**config.mk**
```make
export PLATFORM = sky130hd
export DESIGN_NAME = kd_tree_level
export DESIGN_NICKNAME = d
export VERILOG_FILES = /design/src/kd_pkg.sv /design/src/kd_node.sv /design/src/kd_tree_level.sv
export VERILOG_INCLUDE_DIRS = /design/src /design/src/include
export SDC_FILE = /design/constraint.sdc
export NUM_CORES = 1
export LEC_CHECK = 0
export BUFFER_PORTS_ARGS = -buffer_cell sky130_fd_sc_hd__buf_2
export CORE_MARGIN = 8
export CORE_UTILIZATION = 40
export CTS_BUF_LIST = sky130_fd_sc_hd__clkbuf_4 sky130_fd_sc_hd__clkbuf_8 sky130_fd_sc_hd__clkbuf_16
export DETAILED_ROUTE_END_ITERATION = 7
export PLACE_DENSITY = 0.69
export SYNTH_ARGS = -nofsm -noshare
export SYNTH_HDL_FRONTEND = slang
export SYNTH_HIERARCHICAL = 1
export SYNTH_SLANG_ARGS = --single-unit
export TNS_END_PERCENT = 10
```
**constraint.sdc**
```tcl
create_clock -name clk -period 3.5 [get_ports clk]
set_input_delay 0.35 -clock clk [delete_from_list [all_inputs] [get_ports clk]]
set_output_delay 0.35 -clock clk [all_outputs]
set_load 0.005 [all_outputs]
```
**src/include/kd_cfg.svh**
```systemverilog
// KD-tree leaf search configuration, tree shape and patch geometry
`ifndef KD_CFG_SVH
`define KD_CFG_SVH

// Tree shape
`define KD_DEPTH   7                        // Internal levels, root is depth 0
`define KD_NODES   ((1 << `KD_DEPTH) - 1)   // 127 internal nodes
`define KD_LEAVES  (1 << `KD_DEPTH)         // 128 leaves

// Patch geometry
`define KD_COORD_W 11                       // Bits per coordinate
`define KD_DIMS    5                        // Coordinates per patch
`define KD_DIM_W   3                        // Split dimension selector width

`endif

```
**src/kd_pkg.sv**
```systemverilog
// Shared types for the KD-tree search: coordinates, patches, node words, leaf index
`default_nettype none

`include "kd_cfg.svh"

package kd_pkg;

  // One unsigned coordinate
  typedef logic [`KD_COORD_W-1:0] kd_coord_t;

  // Query patch, coordinate 0 sits in the low bits
  typedef kd_coord_t [`KD_DIMS-1:0] kd_patch_t;

  // Split dimension, only 0 to KD_DIMS-1 are legal
  typedef logic [`KD_DIM_W-1:0] kd_dim_t;

  // Word held by each internal node, 14 bits
  typedef struct packed {
    kd_dim_t   dim;     // Coordinate to compare
    kd_coord_t thresh;  // Split value, equal goes right
  } kd_node_word_t;

  // Leaf index, first decision in the MSB
  typedef logic [`KD_DEPTH-1:0] kd_leaf_t;

endpackage

`default_nettype wire

```
**src/kd_node.sv**
```systemverilog
// KD-tree internal node, holds a split word and steers the valid bit left or right
`timescale 1ns/1ps
`default_nettype none

`include "kd_cfg.svh"

module kd_node (
  input  wire logic                  clk,
  input  wire logic                  rst_n,
  input  wire logic                  wen,          // Decoded write enable for this node
  input  wire kd_pkg::kd_node_word_t wdata,        // Shared node data bus
  input  wire logic                  valid,        // Patch is at this node
  input  wire kd_pkg::kd_patch_t     patch,
  output logic                       valid_left,   // Coordinate below threshold
  output logic                       valid_right   // Coordinate at or above threshold
);

  import kd_pkg::*;

  kd_node_word_t word_q;     // Stored split
  kd_coord_t     sel_coord;  // Coordinate picked by the split dimension
  logic          go_left;

  always_ff @(posedge clk) begin
    if (!rst_n)
      word_q <= '0;
    else if (wen)
      word_q <= wdata;  // Takes effect on the sampling edge
  end

  assign sel_coord = patch[word_q.dim];

  // Strictly less goes left, ties go right
  assign go_left = (sel_coord < word_q.thresh);

  // Only the node holding the token passes it on
  assign valid_left  = valid && go_left;
  assign valid_right = valid && !go_left;

  // Sender must only load legal split dimensions
  a_dim_legal: assert property (@(posedge clk) disable iff (!rst_n)
    wen |-> (wdata.dim < `KD_DIMS));

endmodule

`default_nettype wire

```
**src/kd_tree_level.sv**
```systemverilog
// One KD-tree depth, all nodes of the level plus the pipeline register to the next level
`timescale 1ns/1ps
`default_nettype none

module kd_tree_level #(
  parameter int LEVEL = 0  // Depth, root is 0
) (
  input  wire logic                        clk,
  input  wire logic                        rst_n,
  input  wire logic      [2**LEVEL-1:0]    node_wen,   // Write enables of this level's nodes
  input  wire kd_pkg::kd_node_word_t       node_data,
  input  wire logic      [2**LEVEL-1:0]    valid_in,   // Token, one bit per node
  input  wire kd_pkg::kd_patch_t           patch_in,
  output logic           [2**(LEVEL+1)-1:0] valid_out, // Token, one bit per child
  output kd_pkg::kd_patch_t                patch_out
);

  localparam int NODES = 2**LEVEL;

  // Child valids in breadth-first order, node j feeds bits 2j and 2j+1
  logic [2*NODES-1:0] child_valid;

  genvar j;
  generate
    for (j = 0; j < NODES; j++) begin : g_node
      kd_node u_node (
        .clk         (clk),
        .rst_n       (rst_n),
        .wen         (node_wen[j]),
        .wdata       (node_data),
        .valid       (valid_in[j]),
        .patch       (patch_in),
        .valid_left  (child_valid[2*j]),    // Left appends a 0 to the path
        .valid_right (child_valid[2*j+1])   // Right appends a 1
      );
    end
  endgenerate

  // Token register, cleared by reset
  always_ff @(posedge clk) begin
    if (!rst_n)
      valid_out <= '0;
    else
      valid_out <= child_valid;
  end

  // Patch rides along with its token
  always_ff @(posedge clk) begin
    patch_out <= patch_in;
  end

  // A single patch per stage, so the token never splits
  a_valid_onehot: assert property (@(posedge clk) disable iff (!rst_n)
    $onehot0(valid_out));

endmodule

`default_nettype wire

```
; ---- Yosys cells after proc, flatten, opt, wreduce, memory -nomap -nowiden
; Cells that the tools add are included.
[totals]
register_bits = 71
elab_cells = 15
output_inout_bits = 57
input_bits = 73
[op_classes]
n_lt_le_gt_ge = 2
n_mux = 2
n_reduce_logical = 3
[op_table]
columns = cell, count
row1 = 11-bit binary-select mux with 3-bit select, 1
row2 = 11-bit less-than comparator, 1
row3 = 11-bit two-way mux, 1
row4 = "3-bit by 4-bit less-than comparator with 1-bit output, second input constant", 1
row5 = 1-bit logical AND, 2
row6 = 1-bit logical NOT, 1

; ---- Depth between registers and ports, before layout
; Gate-level depths: netlist (run 1).
[logic_depth]
ltp_word = 5
mapped_depth = 11
ltp_nobuf = 9

; ---- Modules after synthesis
; Netlist (run 1), hierarchy kept.
[modules_own_cells]
columns = module, instances, seq_area_each_um2, area_per_inst_um2, cells_each
row1 = kd_node, 1, 280.3, 1301.2, 138
row2 = kd_tree_level, 1, 1141.1, 1153.6, 59

; ---- Worst setup path before layout (run 1)
; OpenSTA, ideal clock, no wires.
[synth_timing]
kind = register to register
startpoint = register g_node[0].u_node/word_q[11] in the netlist's numbering
endpoint = register valid_out[1]
setup_time_ns = 0.115
path_slack_ns = 1.118
synth_period_minus_slack_ns = 2.382
stages_incl_launch_ff = 12
arrival_time_ns = 2.267
required_ns = 3.385
cell_sequence = dfxtp_1 > buf_6 > buf_12 > mux4_2 > clkinv_1 > o21ai_1 > ha_1 > a211oi_1 > o21ai_0 > o2111a_1 > a211o_1 > and2_1
[synth_via]
elab_chain_len = 5
[synth_rtl]
columns = element, line_no
row1 = start: declaration, kd_node.sv:20  ; kd_node_word_t word_q;
row2 = start signal: assignment, kd_node.sv:28  ; word_q <= wdata;
row3 = 11-bit binary-select mux with 3-bit select, kd_node.sv:31  ; assign sel_coord = patch[word_q.dim];
row4 = 11-bit two-way mux (not written as such), kd_node.sv:31
row5 = 11-bit less-than comparator, kd_node.sv:34  ; assign go_left = (sel_coord < word_q.thresh);
row6 = 1-bit logical NOT, kd_node.sv:38  ; assign valid_right = valid && !go_left;
row7 = 1-bit logical AND, kd_node.sv:38
row8 = via child_valid[1], kd_tree_level.sv:21  ; logic [2*NODES-1:0] child_valid;
row9 = end signal: assignment, kd_tree_level.sv:44  ; valid_out <= child_valid;
row10 = end: declaration, kd_tree_level.sv:14  ; output logic [2**(LEVEL+1)-1:0] valid_out,
; The timed path passes the listed nets, and every way through them passes these cells. The select of a mux whose other input is x is not followed.
; A chain may end at the register's enable or synchronous reset.

; ---- Worst setup path after layout (run 1)
; Same ends and word-level chain as after synthesis.

==> flow_summary.yaml, run 1 <==
critical_path:
  r2r.worst_path.cells: 10
  crit_type: "register to register"
  r2r-start: "g_node[0].u_node/word_q[11]$_SDFFE_PN0P_"
  critPathMaxFanout: 10
  start_kind: "register"
  cp-end-kind: "register"
  worst_ep_required_time_ns: 3.77
  arrival_ns: 3.11
  startpoint: "g_node[0].u_node/word_q[11]$_SDFFE_PN0P_"
  crit_path_end: "valid_out[1]$_SDFF_PN0_"
  r2r_end: "valid_out[1]$_SDFF_PN0_"
  reg2reg_slack_ns: 0.66
clocking:
  post_cts_resized: 0
  clkSinkCount: 71
  root_buffer: "clkbuf_8"
  post-cts-setup-buffer-count: 0
  path_clk_slew_ns: 0.08
  cts_tree: "done"
  htree_levels: 3
  cts_hold_buf: 0
  insertion_delay_ns: 0.33
  clock_path_buffers: 2
  cts_buffers: 9
die:
  die_width_um: 94.3
  die_y_um: 94.3
  start_util_pct: 41.5
  rows: 28
  dieArea_um2: 8900
  coreArea_um2: 5920
  io_pins: 130
pwr:
  powerDensity_nw_per_um2: 507
  ir_worst_vdd_v: 0.000348
  p_leak_nw: 1.61
layout:
  layout_commonest_cell: "buf_2"
  drive_above_1_share_pct: 46.6
  diodes: 0
  seqCellArea_um2: 1420
  mostFrequentLayoutCells: "buf_2 (129), dfxtp_1 (71), mux2i_1 (16), nor2b_1 (15)"
  syn_to_final_growth_pct: 36.0
  fin_area_um2: 3340
  multiInputGateArea_um2: 893
  final_cells: 412
  nets: 415
  fillers: 556
  utilization_pct: 56.4
sta:
  relSlewSlack_pct: 47.9
  tns_ns: 0
  final-hold-violation-count: 0
  post-route-period-util_pct: 81.2
  drv_slew: 0
  min_period_ns: 2.84
  worstMarginPinSlew_ns: 0.781
  setup_viol_count_final: 0
  finClkSkew_ns: 0.00324
  max_freq_mhz: 352
  rsz0062_at_grt: "no"
synth:
  synth_seq_cells: 71
  synth_fp_nets: 280
  avgSynthCellArea_um2: 12.5
  yosysSeqAreaShare_pct: 57.9
  synth.top_cell.area_share_pct: 57.9
  synth_top_area_cell: "dfxtp_1"
  synth.cell_area_um2: 2450
  synthDistinctLibCells: 31
  synth_area_leaders: "dfxtp_1 (58%), mux2i_1 (6.5%), mux4_2 (6.4%)"
  yosysWarnings: 6
  netlist_instances: 197
place:
  post_dp_cell_area_um2: 3160
  io_buffer_count: 129
  gp_congestion: 0.761
  dp_hpwl_mm: 5.19
  dp.cells: 396
routing:
  post_drt_wl_per_cell_um: 15.8
  drc: 0
  dr.pass1.iters: 4
  vias: 1883
  drtIter0Drc: 32
  totalWireLength_mm: 6.49
  avgViaCountPerCell: 4.57
  ant_nets: 0
global_routing:
  grt_usage_pct: 14.8
  grt_pass1_wl_mm: 10.1
  grt_max_degree: 17
  grt-ovfl-total: 0
  antenna_found_initial: 1
  grt_pass1_vias: 2116
job:
  maxCapViolations: 0
hold_path:
  hold_class: "primary input to register"
  hold_depth: 1
outcome:
  outcome: "completed"
## cells in the mapped netlist, drive strengths merged
master and number:
or2b 1, ha 10, o211a 1, inv 14, nand4 1, o2111a 1, a2111oi 1, buf 6
o21a 1, mux2i 16, nand2 14, a211oi 2, mux4 10, a211o 1, nand3b 1, nor3b 1
and3 2, o21ai 12, clkbuf 2, o221ai 1, nor2b 15, dfxtp 71, a21o 1, clkinv 7
a21oi 2, and2 3
## final cells by class
cell class / instances / share of cell area (%)
Timing Repair Buffer: 132 / 20.0
Clock buffer: 11 / 4.53
Sequential cell: 71 / 42.6
Inverter: 21 / 2.36
Clock inverter: 5 / 0.974
Tap cell: 75 / 2.81
Multi-Input combinational cell: 97 / 26.8
## registers in the layout, summed over array words and instances (netlist names)
register / count
patch_out: 55
g_node.u_node/word_q: 14
valid_out: 2
## worst min path at each step
stage | startpoint | to | slack [ns]
after detailed placement | patch_in[6] | patch_out[6]$_DFF_P_ | 0.47
after floorplan | patch_in[0] | patch_out[0]$_DFF_P_ | 0.38
after global placement | patch_in[36] | patch_out[36]$_DFF_P_ | 0.46
after CTS | patch_in[31] | patch_out[31]$_DFF_P_ | 0.11
final | patch_in[6] | patch_out[6]$_DFF_P_ | 0.12
after global routing | patch_in[2] | patch_out[2]$_DFF_P_ | 0.11
## critical path: stages, from the launching register on
cell	delay, ns
dfxtp_1	0.69
buf_4	0.25
mux4_1	0.54
inv_1	0.06
o21ai_0	0.07
ha_1	0.29
o21ai_0	0.09
a2111oi_2	0.39
and2_1	0.17
a211o_1	0.11
and2_1	0.13
## per-layer routing
| metal | part of all wire, % | global-route usage, % | vias to the layer above |
|---|---|---|---|
| li1 | - | - | 942 |
| met1 | 37 | 14.5 | 857 |
| met2 | 52 | 25.6 | 69 |
| met3 | 8.9 | 6.67 | 13 |
| met4 | 2.0 | 7.79 | 2 |
| met5 | 0.15 | 0 | - |
## metrics by stage
| step | hold slack [ns] | total power, mW | worst slack, ns |
|---|---|---|---|
| final | 0.125 | 1.69 | 0.658 |
| after floorplan | 0.378 | 1.01 | 1.12 |
| after detailed placement | 0.467 | 1.12 | 0.643 |
| after global placement | 0.464 | 1.11 | 0.678 |
| after global routing | 0.110 | 1.77 | 0.359 |
| after CTS | 0.112 | 1.72 | 0.627 |
## cell families after synthesis
group,after synthesis,share of synthesized area (%)
simple gates,38,8.87
fa+ha+maj,10,5.10
compound gates,23,6.27
flops,71,57.9
mux,26,16.2
buf+inv,29,5.71
## power breakdown
group          switching [mW]  internal [mW]
logic                   0.106          0.122
clock network           0.303          0.293
registers              0.0187          0.853
total                   0.427           1.27
No activity file was read; power rests on OpenSTA's default activity.
==> run 2: changes to the inputs <==
==> constraint.sdc (replaced) <==
create_clock -name clk -period 2.75 [get_ports clk]
set_input_delay 0.275 -clock clk [delete_from_list [all_inputs] [get_ports clk]]
set_output_delay 0.275 -clock clk [all_outputs]
set_load 0.005 [all_outputs]
==> run 2 against run 1 <==
Net effect: critical path type unchanged; clock power is 41% higher; register-to-register slack worse by 0.45 ns; clock-buffer cell count fell by 1; via count rose by 0.11%; clock skew up 0.0016 ns.
==> flow_summary.yaml, run 2 (synthesis results as in run 1) <==
clocking:
  path_clk_slew_ns: 0.08
  post-cts-setup-buffer-count: 0
  cts_buffers: 9
  clkSinkCount: 71
  htree_levels: 3
  post_cts_resized: 0
  insertion_delay_ns: 0.33
  root_buffer: "clkbuf_8"
  clock_path_buffers: 2
  cts_hold_buf: 0
  cts_tree: "done"
routing:
  dr.pass1.iters: 4
  avgViaCountPerCell: 4.54
  drc: 0
  post_drt_wl_per_cell_um: 16.0
  totalWireLength_mm: 6.63
  vias: 1885
  ant_nets: 0
  drtIter0Drc: 56
critical_path:
  path_delay_family: "multiplexers"
  slowest_delay_ns: 0.60
  crit_path_frequent_cell: "and2_1"
  crit_buf_inv: 2
  arrival_ns: 2.82
  start_kind: "register"
  cp-end-kind: "register"
  path_cells: "buf_4 > mux4_1 > inv_1 > o21ai_0 > ha_1 > nand4_1 > a2111oi_2 > and2_1 > a211o_1 > and2_1"
  worst_ep_required_time_ns: 3.02
  critPathMaxFanout: 9
  slowest_stage: "mux4_1"
  crit_type: "register to register"
die:
  dieArea_um2: 8900
  coreArea_um2: 5920
  io_pins: 130
  start_util_pct: 41.5
  rows: 28
  die_y_um: 94.3
  die_width_um: 94.3
layout:
  regMostFlops: "patch_out"
  fin_area_um2: 3380
  largest_reg_flops: 55
  diodes: 0
  syn_to_final_growth_pct: 37.9
  nets: 418
  layout_commonest_cell: "buf_2"
  drive_above_1_share_pct: 47.1
  mostFrequentLayoutCells: "buf_2 (129), dfxtp_1 (71), mux2i_1 (16), nor2b_1 (15)"
  reg_top3: "patch_out x55, g_node.u_node/word_q x14, valid_out x2"
global_routing:
  grt-ovfl-total: 0
  grt_pass1_wl_mm: 10.4
  grt_usage_pct: 15.0
  grt_pass1_vias: 2190
  antenna_found_initial: 1
  grt_max_degree: 17
place:
  gp_congestion: 0.786
  post_dp_cell_area_um2: 3180
  io_buffer_count: 129
  dp_hpwl_mm: 5.31
job:
  maxCapViolations: 0
pwr:
  ir_worst_vdd_v: 0.000416
  power_mw: 2.24
  powerDensity_nw_per_um2: 663
  p_leak_nw: 1.64
hold_path:
  hold_class: "primary input to register"
sta:
  worstMarginPinSlew_ns: 0.509
  min_period_ns: 2.55
  tns_ns: 0
  max_freq_mhz: 393
  relSlewSlack_pct: 66.0
  drv_slew: 0
  finClkSkew_ns: 0.00489
  final-hold-violation-count: 0
  post-route-period-util_pct: 92.6
  setup_viol_count_final: 0
  rsz0062_at_grt: "no"
outcome:
  outcome: "completed"
-- run 2: cell count changes in the layout (fill, tap and decap cells not counted), sizes merged --
cell	change
buf	+3
clkinvlp	-2
bufinv	+1
clkbuf	-1
clkinv	+1
inv	+1
-- run 2: layer usage --
metal  wire (um)  up-vias  GRT usage [%]
met5           8        -              0
met4          74        2           6.74
met3         634        7           6.51
met2        3380       73           26.0
met1        2530      855           15.3
li1            -      948              -
-- run 2: final cells by class --
cell class	instances	area, um2
fill	539	2540
sequential	71	1420
multi-input combinational	97	893
timing repair buffer	135	691
clock buffer	10	138
tap	75	93.8
inverter	21	78.8
clock inverter	6	68.8
-- run 2: power by group --
group / total (mW) / switching, mW / internal (mW)
clock network: 0.839 / 0.391 / 0.448
logic: 0.305 / 0.146 / 0.158
registers: 1.10 / 0.0153 / 1.09
-- run 2: path summary, 6_finish.rpt --
kind              slack [ns]  depth (start not counted)                                      from                                       to
setup reg to reg        0.20                         10  g_node[0].u_node/word_q[11]$_SDFFE_PN0P_                  valid_out[1]$_SDFF_PN0_
hold reg to reg         0.52                          2   g_node[0].u_node/word_q[5]$_SDFFE_PN0P_  g_node[0].u_node/word_q[5]$_SDFFE_PN0P_
setup / recovery        0.20                         10  g_node[0].u_node/word_q[11]$_SDFFE_PN0P_                  valid_out[1]$_SDFF_PN0_
hold / removal          0.05                          1                              patch_in[15]                    patch_out[15]$_DFF_P_
-- run 2: per-stage QoR --
stage / setup slack, ns / hold WS, ns / utilization [%] / std cells
CTS: 0.194 / 0.0295 / 57.2 / 415
detailed placement: 0.221 / 0.391 / 53.7 / 399
global route: 0.0257 / 0.0282 / 57.2 / 415
floorplan: 0.368 / 0.303 / - / 197
global placement: 0.260 / 0.387 / 53.7 / 399
finish: 0.204 / 0.0490 / 57.2 / 415
==> run 3: changes to the inputs <==
==> constraint.sdc (replaced) <==
create_clock -name clk -period 2.75 [get_ports clk]
set_input_delay 0.55 -clock clk [delete_from_list [all_inputs] [get_ports clk]]
set_output_delay 0.55 -clock clk [all_outputs]
set_load 0.005 [all_outputs]
==> run 3 against run 2 <==
Net effect: combinational power rose by 2%; power decreased by 0.27%; sequential power hardly changed; critical path depth did not move; global-route usage hardly changed; worst setup slack worse by 0.030 ns; clock power down 2%; die area is the same; critical path type unchanged; critical endpoint unchanged.
==> flow_summary.yaml, run 3 (synthesis results as in run 1) <==
die:
  rows: 28
  dieArea_um2: 8900
  die_y_um: 94.3
  coreArea_um2: 5920
  start_util_pct: 41.5
  die_width_um: 94.3
  io_pins: 130
layout:
  seqCellArea_um2: 1420
  final_cells: 420
  syn_to_final_growth_pct: 39.7
  multiInputGateArea_um2: 906
  regMostFlops: "patch_out"
  nets: 423
  drive_above_1_share_pct: 47.8
  reg_top3: "patch_out x55, g_node.u_node/word_q x14, valid_out x2"
  diodes: 0
  fillers: 534
  utilization_pct: 57.9
  layout_commonest_cell: "buf_2"
  mostFrequentLayoutCells: "buf_2 (129), dfxtp_1 (71), mux2i_1 (16), nor2b_1 (15)"
  largest_reg_flops: 55
critical_path:
  cp-end-kind: "register"
  path_cells: "buf_4 > mux4_1 > inv_1 > o21ai_0 > ha_1 > o21ai_0 > a2111oi_4 > and2_1 > a211o_1 > and2_1"
  crit_type: "register to register"
  worst_ep_required_time_ns: 2.98
  start_kind: "register"
  critPathMaxFanout: 3
  arrival_ns: 2.80
  slowest_stage: "mux4_1"
  slowest_delay_ns: 0.52
hold_path:
  hold_class: "primary input to register"
pwr:
  ir_worst_vdd_v: 0.000483
  pwr-share-clk_pct: 36.8
  powerDensity_nw_per_um2: 653
  combPwrFrac_pct: 14.0
  switching_share_pct: 23.6
  p_leak_nw: 1.67
  switchingPower_uw: 528
  seq_power_share_pct: 49.2
  p_int_mw: 1.71
routing:
  post_drt_wl_per_cell_um: 15.5
  vias: 1862
  avgViaCountPerCell: 4.43
  drtIter0Drc: 46
  dr.pass1.iters: 4
  drc: 0
  totalWireLength_mm: 6.52
  ant_nets: 0
sta:
  fin_ws_ns: 0.174
  finClkSkew_ns: 0.00202
  max_freq_mhz: 388
  worstMarginPinSlew_ns: 0.441
  min_period_ns: 2.58
  post-route-period-util_pct: 93.7
  final-hold-violation-count: 0
  relSlewSlack_pct: 70.6
  tns_ns: 0
  drv_slew: 0
  rsz0062_at_grt: "no"
  setup_viol_count_final: 0
  hold_ws_ns: 0.328
clocking:
  root_buffer: "clkbuf_8"
  cts_tree: "done"
  clock_path_buffers: 2
  path_clk_slew_ns: 0.07
  htree_levels: 3
  cts_buffers: 9
  clkSinkCount: 71
  insertion_delay_ns: 0.33
global_routing:
  grt_usage_pct: 15.0
  grt_pass1_vias: 2095
  grt_max_degree: 17
  grt-ovfl-total: 0
  antenna_found_initial: 1
  grt_pass1_wl_mm: 10.2
place:
  dp_hpwl_mm: 5.18
  io_buffer_count: 129
  gp_congestion: 0.785
  dp.cells: 400
  dp_slack_ns: 0.142
job:
  maxCapViolations: 0
outcome:
  outcome: "completed"
-- run 3: cell types whose count changed in the layout (fill, tap and decap cells not counted), sizes merged --
cell,delta
clkbuf,+2
inv,-1
clkinvlp,-1
buf,+5
-- run 3: layout make-up --
cell class | instances | share of cell area (%)
tap | 75 | 2.74
clock buffer | 12 | 4.45
sequential | 71 | 41.4
multi-input combinational | 97 | 26.4
inverter | 21 | 2.30
clock inverter | 4 | 1.31
timing repair buffer | 140 | 21.3
-- run 3: worst max-delay path, delay by kind of cell, from the launching register on --
| kind | cells | cell delay [ns] |
|---|---|---|
| compound gates | 4 | 0.78 |
| mux | 1 | 0.52 |
| flops | 1 | 0.38 |
| simple gates | 2 | 0.32 |
| fa+ha+maj | 1 | 0.28 |
| buf+inv | 2 | 0.20 |
-- run 3: worst paths after layout --
| kind | from | endpoint | slack (ns) | depth (start not counted) |
|---|---|---|---|---|
| worst min-delay path | patch_in[39] | patch_out[39]$_DFF_P_ | 0.33 | 1 |
| worst min register to register | g_node[0].u_node/word_q[5]$_SDFFE_PN0P_ | g_node[0].u_node/word_q[5]$_SDFFE_PN0P_ | 0.52 | 2 |
| worst max-delay path | g_node[0].u_node/word_q[11]$_SDFFE_PN0P_ | valid_out[1]$_SDFF_PN0_ | 0.17 | 10 |
| worst max register to register | g_node[0].u_node/word_q[11]$_SDFFE_PN0P_ | valid_out[1]$_SDFF_PN0_ | 0.17 | 10 |
-- run 3: routing by layer --
metal | vias to the layer above | wire [um] | part of all wire (%) | global-route usage (%)
li1 | 959 | - | - | -
met1 | 825 | 2640 | 41 | 15.7
met2 | 66 | 3100 | 48 | 24.5
met3 | 10 | 647 | 9.9 | 7.38
met4 | 2 | 122 | 1.9 | 7.53
met5 | - | 8 | 0.12 | 0
-- run 3: what timing repair did --
item | in CTS | in global routing
setup endpoints to repair | 0 | 1
hold buffers | 0 | 0
gates resized for setup | 0 | 3
setup buffers | 0 | 4
-- run 3: per-stage QoR --
stage	total power [mW]	instance area [um2]
final	2.24	3430
after global routing	2.35	3430
after CTS	2.25	3380
after detailed placement	1.43	3190
after global placement	1.42	3190
after floorplan	1.29	2450
-- run 3: power by group through the flow --
stage                     sequential [mW]  clock [mW]  combinational (mW)
final                                1.10       0.824               0.312
after global routing                 1.11       0.888               0.351
after CTS                            1.10       0.845               0.307
after detailed placement             1.13           0               0.306
after global placement               1.12           0               0.300
after floorplan                      1.13           0               0.155
