### src/include/kd_cfg.svh
// KD-tree leaf search configuration, tree shape and patch geometry
`ifndef KD_CFG_SVH
`define KD_CFG_SVH

// Tree shape
`define KD_DEPTH   7                        // Internal levels, root is depth 0
`define KD_NODES   ((1 << `KD_DEPTH) - 1)   // 127 internal nodes
`define KD_LEAVES  (1 << `KD_DEPTH)         // 128 leaves

// Patch geometry
`define KD_COORD_W 11                       // Bits per coordinate
`define KD_DIMS    5                        // Coordinates per patch
`define KD_DIM_W   3                        // Split dimension selector width

`endif

### src/kd_node_loader.sv
// Node write decoder that counts writes in a load phase and one-hot enables the target node
`timescale 1ns/1ps
`default_nettype none

`include "kd_cfg.svh"

module kd_node_loader (
  input  wire logic                  clk,
  input  wire logic                  rst_n,
  input  wire logic                  load_en,   // Level that is high for the whole load phase
  input  wire logic                  node_wr,   // One-cycle write strobe
  output logic      [`KD_NODES-1:0]  node_wen,  // One-hot with bit k for node k
  output logic                       loaded     // Whole tree written
);

  logic [`KD_DEPTH-1:0] wcnt;  // Next node to write that saturates at KD_NODES
  logic                 wr;    // Accepted write this cycle

  // Writes past the last node are dropped
  assign wr = load_en && node_wr && (wcnt != `KD_NODES);

  // Count to one-hot decode, gated by the write itself
  always_comb begin
    for (int i = 0; i < `KD_NODES; i++) begin
      node_wen[i] = wr && (wcnt == i);
    end
  end

  always_ff @(posedge clk) begin
    if (!rst_n) begin
      wcnt   <= '0;
      loaded <= 1'b0;
    end else begin
      if (!load_en) begin
        wcnt <= '0;                     // Every phase restarts at the root
      end else if (wr) begin
        wcnt <= wcnt + 1'b1;
      end
      if (wr && (wcnt == '0))
        loaded <= 1'b0;                 // First write of a new phase
      if (wr && (wcnt == `KD_NODES - 1))
        loaded <= 1'b1;                 // Last node just written
    end
  end

  // At most one node takes the bus word
  a_wen_onehot: assert property (@(posedge clk) disable iff (!rst_n)
    $onehot0(node_wen));

endmodule

`default_nettype wire

### config.mk
export PLATFORM = sky130hd
export DESIGN_NAME = kd_node_loader
export DESIGN_NICKNAME = d
export VERILOG_FILES = /design/src/kd_node_loader.sv
export VERILOG_INCLUDE_DIRS = /design/src /design/src/include
export SDC_FILE = /design/constraint.sdc
export NUM_CORES = 1
export LEC_CHECK = 0
export ABC_CLOCK_PERIOD_IN_PS = 1650
export BUFFER_PORTS_ARGS = -buffer_cell sky130_fd_sc_hd__clkbuf_2
export CORE_MARGIN = 2
export CORE_UTILIZATION = 31
export CTS_BUF_LIST = sky130_fd_sc_hd__clkbuf_8
export DETAILED_ROUTE_END_ITERATION = 12
export MAX_ROUTING_LAYER = met4
export PLACE_DENSITY = 0.78
export SLEW_MARGIN = 20
export SYNTH_ARGS = -nofsm -noshare
export SYNTH_HDL_FRONTEND = slang
export SYNTH_SLANG_ARGS = --single-unit
export TNS_END_PERCENT = 20
### constraint.sdc
create_clock -name clk -period 1.65 [get_ports clk]
set_clock_uncertainty 0.1 [all_clocks]
set_input_delay 0.33 -clock clk [delete_from_list [all_inputs] [get_ports clk]]
set_output_delay 0.33 -clock clk [all_outputs]
set_load 0.02 [all_outputs]
**Yosys cells after proc, flatten, opt, wreduce, memory -nomap -nowiden**

Cells that the tools add are included.

- Word-level logic and storage cells: 264
- Output and inout port bits: 128
- Bits of input ports: 4
- Flip-flop bits (word level): 8

- Mux-type cells: 2
- Equality and inequality tests: 127
- $add $sub $neg: 1
- Reduce and logical (&&, ||, !) cells: 132

Operators with widths:

| cell | count |
|---|---|
| $eq A7 B7 Y1 const B | 63 |
| $eq A7 B6 Y1 const B | 32 |
| $logic_and A1 B1 Y1 | 129 |
| $eq A7 B5 Y1 const B | 16 |
| $eq A7 B4 Y1 const B | 8 |
| $eq A7 B3 Y1 const B | 4 |
| $eq A7 B2 Y1 const B | 2 |
| $add A7 B1 Y7 const B | 1 |
| $eq A7 B1 Y1 const B | 1 |
| $logic_not A7 Y1 | 1 |
| $ne A7 B7 Y1 const B | 1 |
| $mux W1 | 2 |
| $reduce_and A2 Y1 | 1 |
| $reduce_bool A2 Y1 | 1 |

**Logic depth before layout (Yosys ltp)**

Gate-level depths: netlist of the first run.

- Depth in word-level cells: 5
- Depth in mapped cells: 5
- Mapped depth without buffers: 5

**Least setup slack after synthesis of the first run**

OpenSTA, ideal clock, no wires.

- Path kind: reg-to-output
- From: register wcnt[0]
- To: output port node_wen[112]
- Buffers on the path: 1
- Setup slack: -0.170 ns
- Arrival: 1.390 ns
- Cell stages (with the launch flop): 6
- Required time: 1.220 ns
- Path through: dfxtp_1 ha_1 nand3_4 nand4_4 buf_2 nor2_1

- Longest elaborated chain between the ends: 3
- Elaborated cells between the ends (all ways): 4
- Classes of those cells: 2 x eq/ne; 2 x reduce/logical

RTL lines:

| element | RTL line | text |
|---|---|---|
| start: declaration | kd_node_loader.sv:16 | `` logic [`KD_DEPTH-1:0] wcnt; `` |
| start signal: assignment | kd_node_loader.sv:37 | `wcnt <= wcnt + 1'b1;` |
| $ne A7 B7 Y1 (no line) | -- |  |
| $logic_and A1 B1 Y1 | kd_node_loader.sv:20 | `` assign wr = load_en && node_wr && (wcnt != `KD_NODES); `` |
| $logic_and A1 B1 Y1 * | kd_node_loader.sv:25 | `node_wen[i] = wr && (wcnt == i);` |
| end: declaration | kd_node_loader.sv:12 | `` output logic [`KD_NODES-1:0] node_wen, `` |

Mark *: on every way between the ends. The rest lies on a longest branch, timed or not.

**Worst setup path in the final report of the first run**

- From: register wcnt[0]
- To: output port node_wen[103]

Same word-level chain as after synthesis.

==> results of run 1 <==
[Yosys cell counts]
| cell type | number |
|---|---|
| clkbuf_8 | 1 |
| nand2_2 | 2 |
| dfxtp_1 | 8 |
| and3_1 | 2 |
| o2111ai_1 | 1 |
| nand3_2 | 2 |
| mux2i_1 | 1 |
| o21a_1 | 2 |
| a41oi_1 | 1 |
| buf_6 | 2 |
| nor2b_1 | 2 |
| buf_2 | 9 |
| xnor2_1 | 1 |
| o211ai_4 | 1 |
| nand4_4 | 1 |
| xor2_1 | 1 |
| ha_1 | 4 |
| nand3_4 | 1 |
| o21ai_0 | 2 |
| nor2_1 | 133 |
| or4_1 | 1 |
| and3b_1 | 1 |
| and2b_1 | 2 |
| inv_1 | 2 |
| and3_2 | 1 |
| nand3_1 | 4 |
| and4_1 | 1 |
| a21oi_1 | 3 |
| or3_1 | 1 |
| nand2_1 | 20 |
| a211oi_1 | 1 |
[worst register-to-register path, delay by kind of cell, from the launching register on]
family,cells,cell delay [ns]
AOI/OAI and AO/OA,1,0.15
DFF,1,0.36
adders and majority gates,1,0.20
and+or+nand+nor,3,0.70
buffers and inverters,1,0.21
[registers in the layout, summed over array words and instances (netlist names)]
register  count
loaded        1
wcnt          7
[repair_timing]
action | CTS | global route
resized for setup | 201 | 218
buffers inserted | 4 | 7
cloned | 2 | 0
pin swaps | 31 | 16
endpoints found under the setup margin | 129 | 130
[cell type report]
cell class / instances / area [um^2] / area share (%)
Inverter: 2 / 15.0 / 0.436
Multi-Input combinational cell: 192 / 1420 / 41.3
Clock buffer: 3 / 41.3 / 1.20
Timing Repair Buffer: 184 / 1720 / 49.9
Sequential cell: 8 / 184 / 5.35
Tap cell: 48 / 60.1 / 1.75
[kinds of logic after synthesis]
group           Yosys count  share of synthesized area, %
simple gates            174                          64.3
buf+inv                  14                          7.68
compound gates           11                          7.46
flops                     8                          13.8
fa+ha+maj                 4                          4.32
xor+xnor                  2                          1.51
mux                       1                         0.865
[how the worst min path moves through the flow]
stage / to / cells past startpoint
finish: loaded$_SDFFE_PN0P_ / 2
global route: loaded$_SDFFE_PN0P_ / 2
CTS: loaded$_SDFFE_PN0P_ / 2
detailed placement: loaded$_SDFFE_PN0P_ / 2
global placement: loaded$_SDFFE_PN0P_ / 2
floorplan: loaded$_SDFFE_PN0P_ / 1
[routing by layer]
metal / vias to the layer above / track usage (%) / share of wire [%]
met5: - / - / 0
met3: 112 / 6.68 / 11
met4: 0 / 25.0 / 8.9
met1: 1251 / 35.8 / 35
li1: 1028 / - / -
met2: 305 / 64.2 / 45
[metrics by stage]
stage | setup WS, ns | hold slack [ns] | area [um^2] | std cells | setup TNS, ns
after floorplan | -0.0470 | 0.347 | 1240 | 214 | -1.27
after global placement | -0.0866 | 0.447 | 2210 | 421 | -1.77
after detailed placement | -0.0971 | 0.451 | 2210 | 421 | -4.05
after CTS | -0.228 | 0.239 | 2950 | 430 | -18.26
after global routing | -0.511 | 0.260 | 3440 | 437 | -33.90
final | -0.398 | 0.253 | 3440 | 437 | -30.71
[power by group through the flow]
stage	logic, W	clock network, W	registers (W)
2_1_floorplan	0.0000290	0	0.000200
5_1_grt	0.0000985	0.000255	0.000189
3_5_place_dp	0.0000623	0	0.000200
3_3_place_gp	0.0000610	0	0.000200
6_report	0.0000960	0.000243	0.000189
4_1_cts	0.0000773	0.000246	0.000190
==> metrics, run 1 <==
routability cong. about 0.84; static leakage 1.42 nW; Hold-fix buffers, CTS 0; fin nets 399; Clock Latency Late Sink around 0.24 ns; worst r2r dst wcnt[3]$_SDFFE_PN0P_; CP Capture Point node_wen[103]; Arrival @ worst endpoint 1.62 ns; ANT nets after route 0; largest net degree at the start of global routing 17; Sink Count 8; Chip Width 65.1 um; Reg2Reg Depth 6; Final Hold Viols 0; Setup crit end kind primary output; DRC 0; final period utilization 124%; # Max-Cap Violations 0; largest cells by area after synthesis nor2_1 43%, dfxtp_1 14%, nand2_1 6.5%; Synth Register Bits 8; Avg WL per Cell 26.0 um; switch share 27.7%; CP Depth 5; FF-to-FF Start wcnt[0]$_SDFFE_PN0P_; clock power share between 40% and 50%; dominant cell type by area after synthesis nor2_1; CP Max Fanout 8; diode count 0; final setup margin -0.398 ns; Total Routed Length 11400 um; most common cell after layout, fill and taps aside buf_4; Final Setup Violations 132; Slew Viols, Final 0; P&R area growth vs syn 197%; f_max 488 MHz; Switch Pwr roughly 0.00015 W; boundary pin count 132; Hold Crit Start rst_n; Power Total ~0.00053 W; Die Ht 65.1 um; fin util 94.7%; most frequent cells in the layout 84 x buf_4, 64 x nor2_1, 42 x buf_6, 37 x nor2_2, 32 x nor2_4; syn_area_per_cell 5.41 um^2; Worst Path Buf+Inv 2; full die area about 0.0042 mm^2; CTS tree done; Placeable Area 0.00363 mm^2; DR vias 2696; Initial DRT Pass Iterations 4; Synth cell types 31; Crit. Startpoint wcnt[0]$_SDFFE_PN0P_; part of the power in combinational logic 18.2%; Slew @ Worst Pin around 0.30 ns; Rows 22; Slew headroom 79.9%; Critical Path Source Type register; Final min period a little over 2 ns; Seq pwr share 35.7%; Post-Syn Instances 214; share of cells above drive strength 1 slightly below 80%; DR vias/cell about 6.2; VDD IR max 0.356 mV; critical path data required time about 1.2 ns; post-synthesis sequential area ratio 13.8%; Max H-tree Level 1; crit-path cells ha_4 -> buf_4 -> nand2_2 -> nor2_1 -> clkbuf_2; R2R Setup Slk -0.13 ns; dpl hpwl between 4000 and 5000 um; Initial Util 31.9%; Pwr Density roughly 150 mW/mm^2; failing checks setup timing; delay-heaviest family, CP simple AND/OR/NAND/NOR gates; Pint ~0.00038 W; initial antenna violation count 0; total CTS buffers 3; first-pass GRT wire length 11500 um; Total GRT Usage around 36%; clk slew on worst S/H paths 0.04 ns; Overflow after GRT 0; area fraction of the dominant cell type after synthesis 43.1%; CTS max path bufs 2; kind of critical path reg -> out; status finished, violations left; mapped cell area approximately 0.0012 mm^2; Buffers on Ports 131; syn_nets 222; Hold Path Class in -> reg; 1st-iter DRT viols 418; RSZ-0062 raised after global routing true; Fillers 92; total number of yosys warnings 0; number of global-route vias before repair 2234; CP max stage cell dfxtp_4; Crit path largest cell delay 0.39 ns; Root Buffer clkbuf_8
No activity file was read; power rests on OpenSTA's default activity.
==> run 2: changes to the inputs <==
--- a/config.mk
+++ b/config.mk
@@ -6,14 +6,15 @@
 export SDC_FILE = /design/constraint.sdc
 export NUM_CORES = 1
 export LEC_CHECK = 0
-export ABC_CLOCK_PERIOD_IN_PS = 1650
+export ABC_CLOCK_PERIOD_IN_PS = 2070
 export BUFFER_PORTS_ARGS = -buffer_cell sky130_fd_sc_hd__clkbuf_2
 export CORE_MARGIN = 2
-export CORE_UTILIZATION = 31
+export CORE_UTILIZATION = 35
 export CTS_BUF_LIST = sky130_fd_sc_hd__clkbuf_8
+export CTS_CLUSTER_SIZE = 20
 export DETAILED_ROUTE_END_ITERATION = 12
 export MAX_ROUTING_LAYER = met4
-export PLACE_DENSITY = 0.78
+export PLACE_DENSITY = 0.83
 export SLEW_MARGIN = 20
 export SYNTH_ARGS = -nofsm -noshare
 export SYNTH_HDL_FRONTEND = slang
==> constraint.sdc (replaced) <==
create_clock -name clk -period 2.07 [get_ports clk]
set_clock_uncertainty 0.1 [all_clocks]
set_input_delay 0.414 -clock clk [delete_from_list [all_inputs] [get_ports clk]]
set_output_delay 0.414 -clock clk [all_outputs]
set_load 0.02 [all_outputs]
==> run 2 against run 1 <==
Compared with the run above:
- the run now ends clean
- combinational power shrank 57%
- core utilization shrank 29 points
- clock-buffer cell count is the same
- clock power shrank 21%
- worst hold slack gained 0.067 ns
- first-iteration DRC count shrank 71%
- design area shrank 41%
- power shrank 26%
- non-clock buffer count shrank 42
- die area shrank 11%
- critical endpoint is now node_wen[126]
- highest routed layer unchanged
==> metrics, run 2 (synthesis results as in run 1) <==
delay-heaviest family, CP simple AND/OR/NAND/NOR gates (unchanged); number of global-route vias before repair 1337 (was 2234); crit-path cells and3_4 -> nand4_4 -> nor2_2 -> clkbuf_2 (was ha_4 -> buf_4 -> nand2_2 -> nor2_1 -> clkbuf_2); DR vias/cell 4.93 (was 6.17); Total GRT Usage 24.2% (was 36.1%); CP max stage cell dfxtp_1 (was dfxtp_4); Clock Latency Late Sink 0.23 ns (was 0.24 ns); most frequent cells in the layout 131 x nor2_1, 130 x clkbuf_2, 13 x nand2_2, 11 x buf_4, 9 x nand2_1 (was 84 x buf_4, 64 x nor2_1, 42 x buf_6, 37 x nor2_2, 32 x nor2_4); largest net degree at the start of global routing 18 (was 17); static leakage 0.974 nW (was 1.42 nW); Arrival @ worst endpoint 1.49 ns (was 1.62 ns); Worst Hold Path Cells 2 (unchanged); Setup WS pre-CTS 0.0914 ns (was -0.0971 ns); DR vias 1931 (was 2696); VDD IR max 0.225 mV (was 0.356 mV); final setup TNS 0 ns (was -30.71 ns); dpl hpwl 3950 um (was 4150 um); ANT nets after route 0 (unchanged); Hold Path Class in -> reg (unchanged); 1st-iter DRT viols 122 (was 418); kind of critical path reg -> out (unchanged); Sink Count 8 (unchanged); Initial Util 37.3% (was 31.9%); first-pass GRT wire length 6660 um (was 11500 um); Final Hold Viols 0 (unchanged); P&R area growth vs syn 75.1% (was 197%); Final min period 2.01 ns; initial antenna violation count 0 (unchanged); Worst Path Buf+Inv 1 (was 2); Crit path largest cell delay 0.40 ns (was 0.39 ns); Hold Crit Start rst_n (unchanged); Total Routed Length 5320 um (was 11400 um); CTS tree done (unchanged); DRC 0 (unchanged); largest registers wcnt x7, loaded x1 (unchanged); fin nets 358 (was 399); Chip Width 61.5 um (was 65.1 um); boundary pin count 132 (unchanged); FF-to-FF Start wcnt[1]$_SDFFE_PN0P_ (was wcnt[0]$_SDFFE_PN0P_); Largest register FFs 7 (unchanged); Initial DRT Pass Iterations 4 (unchanged); hold path endpoint loaded$_SDFFE_PN0P_ (unchanged); status finished clean (was finished, violations left); Root Buffer clkbuf_8 (unchanged); Fillers 340 (was 92); most common cell after layout, fill and taps aside nor2_1 (was buf_4); Die Ht 61.5 um (was 65.1 um); Max H-tree Level 1 (unchanged); CP Depth 4 (was 5); Buffers on Ports 131 (unchanged); total CTS buffers 3 (unchanged); Critical Path Source Type register (unchanged); R2R Setup Slk 0.30 ns (was -0.13 ns); Slew @ Worst Pin 0.301 ns (about the same); # Max-Cap Violations 0 (unchanged); final setup margin 0.0615 ns (was -0.398 ns); routability cong. 0.856 (was 0.844); critical path data required time 1.56 ns (was 1.22 ns); Setup crit end kind primary output (unchanged); Post-DP Area 0.00187 mm^2 (was 0.00221 mm^2); Reg2Reg Depth 6 (unchanged); full die area 0.00378 mm^2 (was 0.00424 mm^2); Avg WL per Cell 13.6 um (was 26.0 um); diode count 0 (unchanged); Slew headroom 79.9% (about the same); worst r2r dst wcnt[3]$_SDFFE_PN0P_ (unchanged); Overflow after GRT 0 (unchanged); share of cells above drive strength 1 52.9% (was 77.1%); Placeable Area 0.00310 mm^2 (was 0.00363 mm^2); clk slew on worst S/H paths 0.04 ns (about the same); CP Max Fanout 8 (unchanged); final period utilization 97.0%; Rows 20 (was 22); Top reg by flops wcnt (unchanged); f_max about 500 MHz; postcts setup bufs 0 (was 4); Pwr Density 192 mW/mm^2 (was 154 mW/mm^2); Final Setup Violations 0 (was 132); Slew Viols, Final 0 (unchanged); CTS max path bufs 2 (unchanged); post-route cell area 0.00203 mm^2 (was 0.00344 mm^2)
==> run 2: metrics by stage <==
| stage | util (%) | hold slack (ns) | power, W | instances |
|---|---|---|---|---|
| finish | 65.3 | 0.320 | 0.000390 | 392 |
| global route | 65.3 | 0.322 | 0.000408 | 392 |
| CTS | 62.5 | 0.320 | 0.000391 | 391 |
| detailed placement | 60.2 | 0.456 | 0.000198 | 388 |
| global placement | 60.2 | 0.443 | 0.000197 | 388 |
| floorplan | - | 0.412 | 0.000181 | 214 |
==> run 2: worst reg2reg max path: cells and delay by family (launching register included) <==
family,cells,cell delay (ns)
AO/OA/AOI/OAI,1,0.13
flip-flops,1,0.35
AND/OR/NAND/NOR,3,0.71
buffers and inverters,1,0.20
adder cells (fa/ha/maj),1,0.21
==> run 2: timing repair <==
action,in CTS,in global routing
hold endpoints to repair,0,0
gates cloned,0,1
hold buffers,0,0
setup endpoints to repair,104,119
pin swaps,1,0
resized for setup,11,26
==> run 2: area by class of cell <==
type / instances / area, um^2 / share of cell area (%)
clock buffer: 3 / 41.3 / 2.04
sequential: 8 / 173 / 8.52
tap: 44 / 55.1 / 2.72
multi-input combinational: 193 / 1010 / 49.9
timing repair buffer: 142 / 738 / 36.4
inverter: 2 / 7.51 / 0.370
==> run 2: worst max path at each step <==
stage                         end                  from  slack (ns)
finish              node_wen[126]  wcnt[6]$_SDFFE_PN0P_        0.06
CTS                  node_wen[46]  wcnt[0]$_SDFFE_PN0P_       -0.04
global placement     node_wen[61]               load_en        0.12
floorplan           node_wen[112]  wcnt[0]$_SDFFE_PN0P_        0.17
detailed placement   node_wen[62]               load_en        0.09
global route         node_wen[81]  wcnt[6]$_SDFFE_PN0P_       -0.02
==> run 2: power by group <==
part / internal (W) / switching (W)
Combinational: 0.0000136 / 0.0000281
Sequential: 0.000153 / 0.00000180
Clock: 0.000126 / 0.0000666
Total: 0.000293 / 0.0000965
==> run 2: layer usage <==
metal	global-route usage (%)	vias up	routed length (um)
li1	-	943	-
met1	29.7	891	2140
met2	40.5	93	2740
met3	4.83	4	423
met4	6.08	0	29
met5	-	-	0
==> run 3: changes to the inputs <==
--- a/config.mk
+++ b/config.mk
@@ -15,6 +15,7 @@
 export DETAILED_ROUTE_END_ITERATION = 12
 export MAX_ROUTING_LAYER = met4
 export PLACE_DENSITY = 0.83
+export RECOVER_POWER = 100
 export SLEW_MARGIN = 20
 export SYNTH_ARGS = -nofsm -noshare
 export SYNTH_HDL_FRONTEND = slang
==> run 3 against run 2 <==
Compared with the run above:
- design area is 0.74% lower
- combinational power shrank 5.0%
- sequential cell count unchanged
- sequential share of layout area up 0.064 points
- setup slack got worse by 0.010 ns
- clock power is essentially flat
- non-clock buffer count did not move
- worst hold slack gained 0.0021 ns
- power decreased by 1.1%
- maximum frequency decreased by 0.50%
- core utilization decreased by 0.48 points
- largest power group unchanged
==> metrics, run 3 (synthesis results as in run 1) <==
CTS max path bufs 2 (unchanged); Fillers 343 (was 340); Slew headroom 66.1% (was 79.9%); Sink Count 8 (unchanged); static leakage 0.960 nW (was 0.974 nW); Root Buffer clkbuf_8 (unchanged); Slew Viols, Final 0 (unchanged); 1st-iter DRT viols 125 (was 122); Initial DRT Pass Iterations 4 (unchanged); DR vias/cell 4.92 (was 4.93); clock power share 49.5% (about the same); largest net degree at the start of global routing 18 (unchanged); Buffers on Ports 131 (unchanged); dpl hpwl 3950 um (unchanged); Setup WS pre-CTS 0.0914 ns (unchanged); Final Setup Violations 0 (unchanged); switch share 24.2% (was 24.8%); CTS tree done (unchanged); fin nets 358 (unchanged); Max H-tree Level 1 (unchanged); Largest register FFs 7 (unchanged); Setup crit end kind primary output (unchanged); Clock Latency Late Sink 0.23 ns (about the same); most frequent cells in the layout 131 x nor2_1, 129 x clkbuf_2, 13 x nand2_2, 11 x buf_4, 9 x nand2_1 (was 131 x nor2_1, 130 x clkbuf_2, 13 x nand2_2, 11 x buf_4, 9 x nand2_1); Total Routed Length 5340 um (was 5320 um); ANT nets after route 0 (unchanged); final setup margin 0.0515 ns (was 0.0615 ns); total CTS buffers 3 (unchanged); Post-DP Area 0.00187 mm^2 (unchanged); Pint 0.000292 W (was 0.000293 W); Final min period 2.02 ns (was 2.01 ns); Die Ht 61.5 um (unchanged); multi-input gate area in the final layout 998 um^2 (was 0.00101 mm^2); Avg WL per Cell 13.6 um (about the same); final period utilization 97.5% (was 97.0%); first-pass GRT wire length 6660 um (unchanged); DR vias 1927 (was 1931); # Max-Cap Violations 0 (unchanged); Register Area 173 um^2 (unchanged); number of global-route vias before repair 1337 (unchanged); part of the power in combinational logic 10.3% (was 10.7%); Placeable Area 0.00310 mm^2 (unchanged); Top reg by flops wcnt (unchanged); R2R Setup Slk 0.15 ns (was 0.30 ns); Chip Width 61.5 um (unchanged); f_max 495 MHz (was 498 MHz); largest registers wcnt x7, loaded x1 (unchanged); Seq pwr share 40.2% (was 39.8%); boundary pin count 132 (unchanged); full die area 0.00378 mm^2 (unchanged); most common cell after layout, fill and taps aside nor2_1 (unchanged); Rows 20 (unchanged); Initial Util 37.3% (unchanged); Total GRT Usage 24.2% (unchanged); routability cong. 0.856 (unchanged); critical path data required time 1.56 ns (about the same); P&R area growth vs syn 73.8% (was 75.1%); initial antenna violation count 0 (unchanged); status finished clean (unchanged); Switch Pwr 0.0000935 W (was 0.0000965 W); Critical Path Source Type register (unchanged); Hold Path Class in -> reg (unchanged); DRC 0 (unchanged); Arrival @ worst endpoint 1.50 ns (was 1.49 ns); Placed Instances 388 (unchanged); Overflow after GRT 0 (unchanged); Pwr Density 192 mW/mm^2 (about the same); share of cells above drive strength 1 52.3% (was 52.9%); diode count 0 (unchanged); CP Max Fanout 8 (unchanged); clk slew on worst S/H paths 0.04 ns (about the same); Slew @ Worst Pin 0.506 ns (was 0.301 ns); kind of critical path reg -> out (unchanged); Non-Filler Instances 392 (unchanged); VDD IR max 0.223 mV (was 0.225 mV); post-route cell area 0.00201 mm^2 (was 0.00203 mm^2); Final Hold Viols 0 (unchanged)
run 3: power groups by stage:
stage	clock [W]	sequential, W	combinational, W
2_1_floorplan	0	0.000159	0.0000222
3_3_place_gp	0	0.000159	0.0000372
3_5_place_dp	0	0.000159	0.0000382
4_1_cts	0.000195	0.000157	0.0000389
5_1_grt	0.000208	0.000155	0.0000431
6_report	0.000191	0.000155	0.0000396
run 3: cell type report:
| type | instances | area share, % |
|---|---|---|
| Inverter | 2 | 0.373 |
| Sequential cell | 8 | 8.58 |
| Multi-Input combinational cell | 193 | 49.6 |
| Tap cell | 44 | 2.74 |
| Timing Repair Buffer | 142 | 36.6 |
| Clock buffer | 3 | 2.05 |
run 3: final timing paths:
check / from / to / cells after the start
max: wcnt[6]$_SDFFE_PN0P_ / node_wen[126] / 4
min reg2reg: loaded$_SDFFE_PN0P_ / loaded$_SDFFE_PN0P_ / 2
min: rst_n / loaded$_SDFFE_PN0P_ / 2
max reg2reg: wcnt[1]$_SDFFE_PN0P_ / wcnt[3]$_SDFFE_PN0P_ / 6
run 3: critical path, stage by stage, from the launching register on:
cell and delay, ns:
dfxtp_1 0.40, and3_4 0.28, nand4_4 0.21, nor2_2 0.18, clkbuf_2 0.19
run 3: through the flow:
stage	hold slack [ns]	setup TNS, ns	power [W]	util (%)
floorplan	0.412	0	0.000181	-
global placement	0.443	0	0.000197	60.2
detailed placement	0.456	0	0.000198	60.2
CTS	0.320	-0.181	0.000391	62.5
global route	0.322	-0.0391	0.000406	64.8
finish	0.322	0	0.000386	64.8
run 3: repair_timing:
item / in CTS / in global routing
endpoints found under the setup margin: 104 / 119
hold buffers: 0 / 0
buffers inserted: 0 / 0
cloned: 0 / 1
resized for setup: 11 / 26
pin swaps: 1 / 0
run 3: metal layers:
| metal | track usage, % | up-vias | share of wire (%) |
|---|---|---|---|
| met3 | 4.83 | 4 | 8.0 |
| li1 | - | 942 | - |
| met2 | 40.5 | 94 | 51 |
| met1 | 29.7 | 887 | 40 |
| met5 | - | - | 0 |
| met4 | 6.08 | 0 | 0.51 |
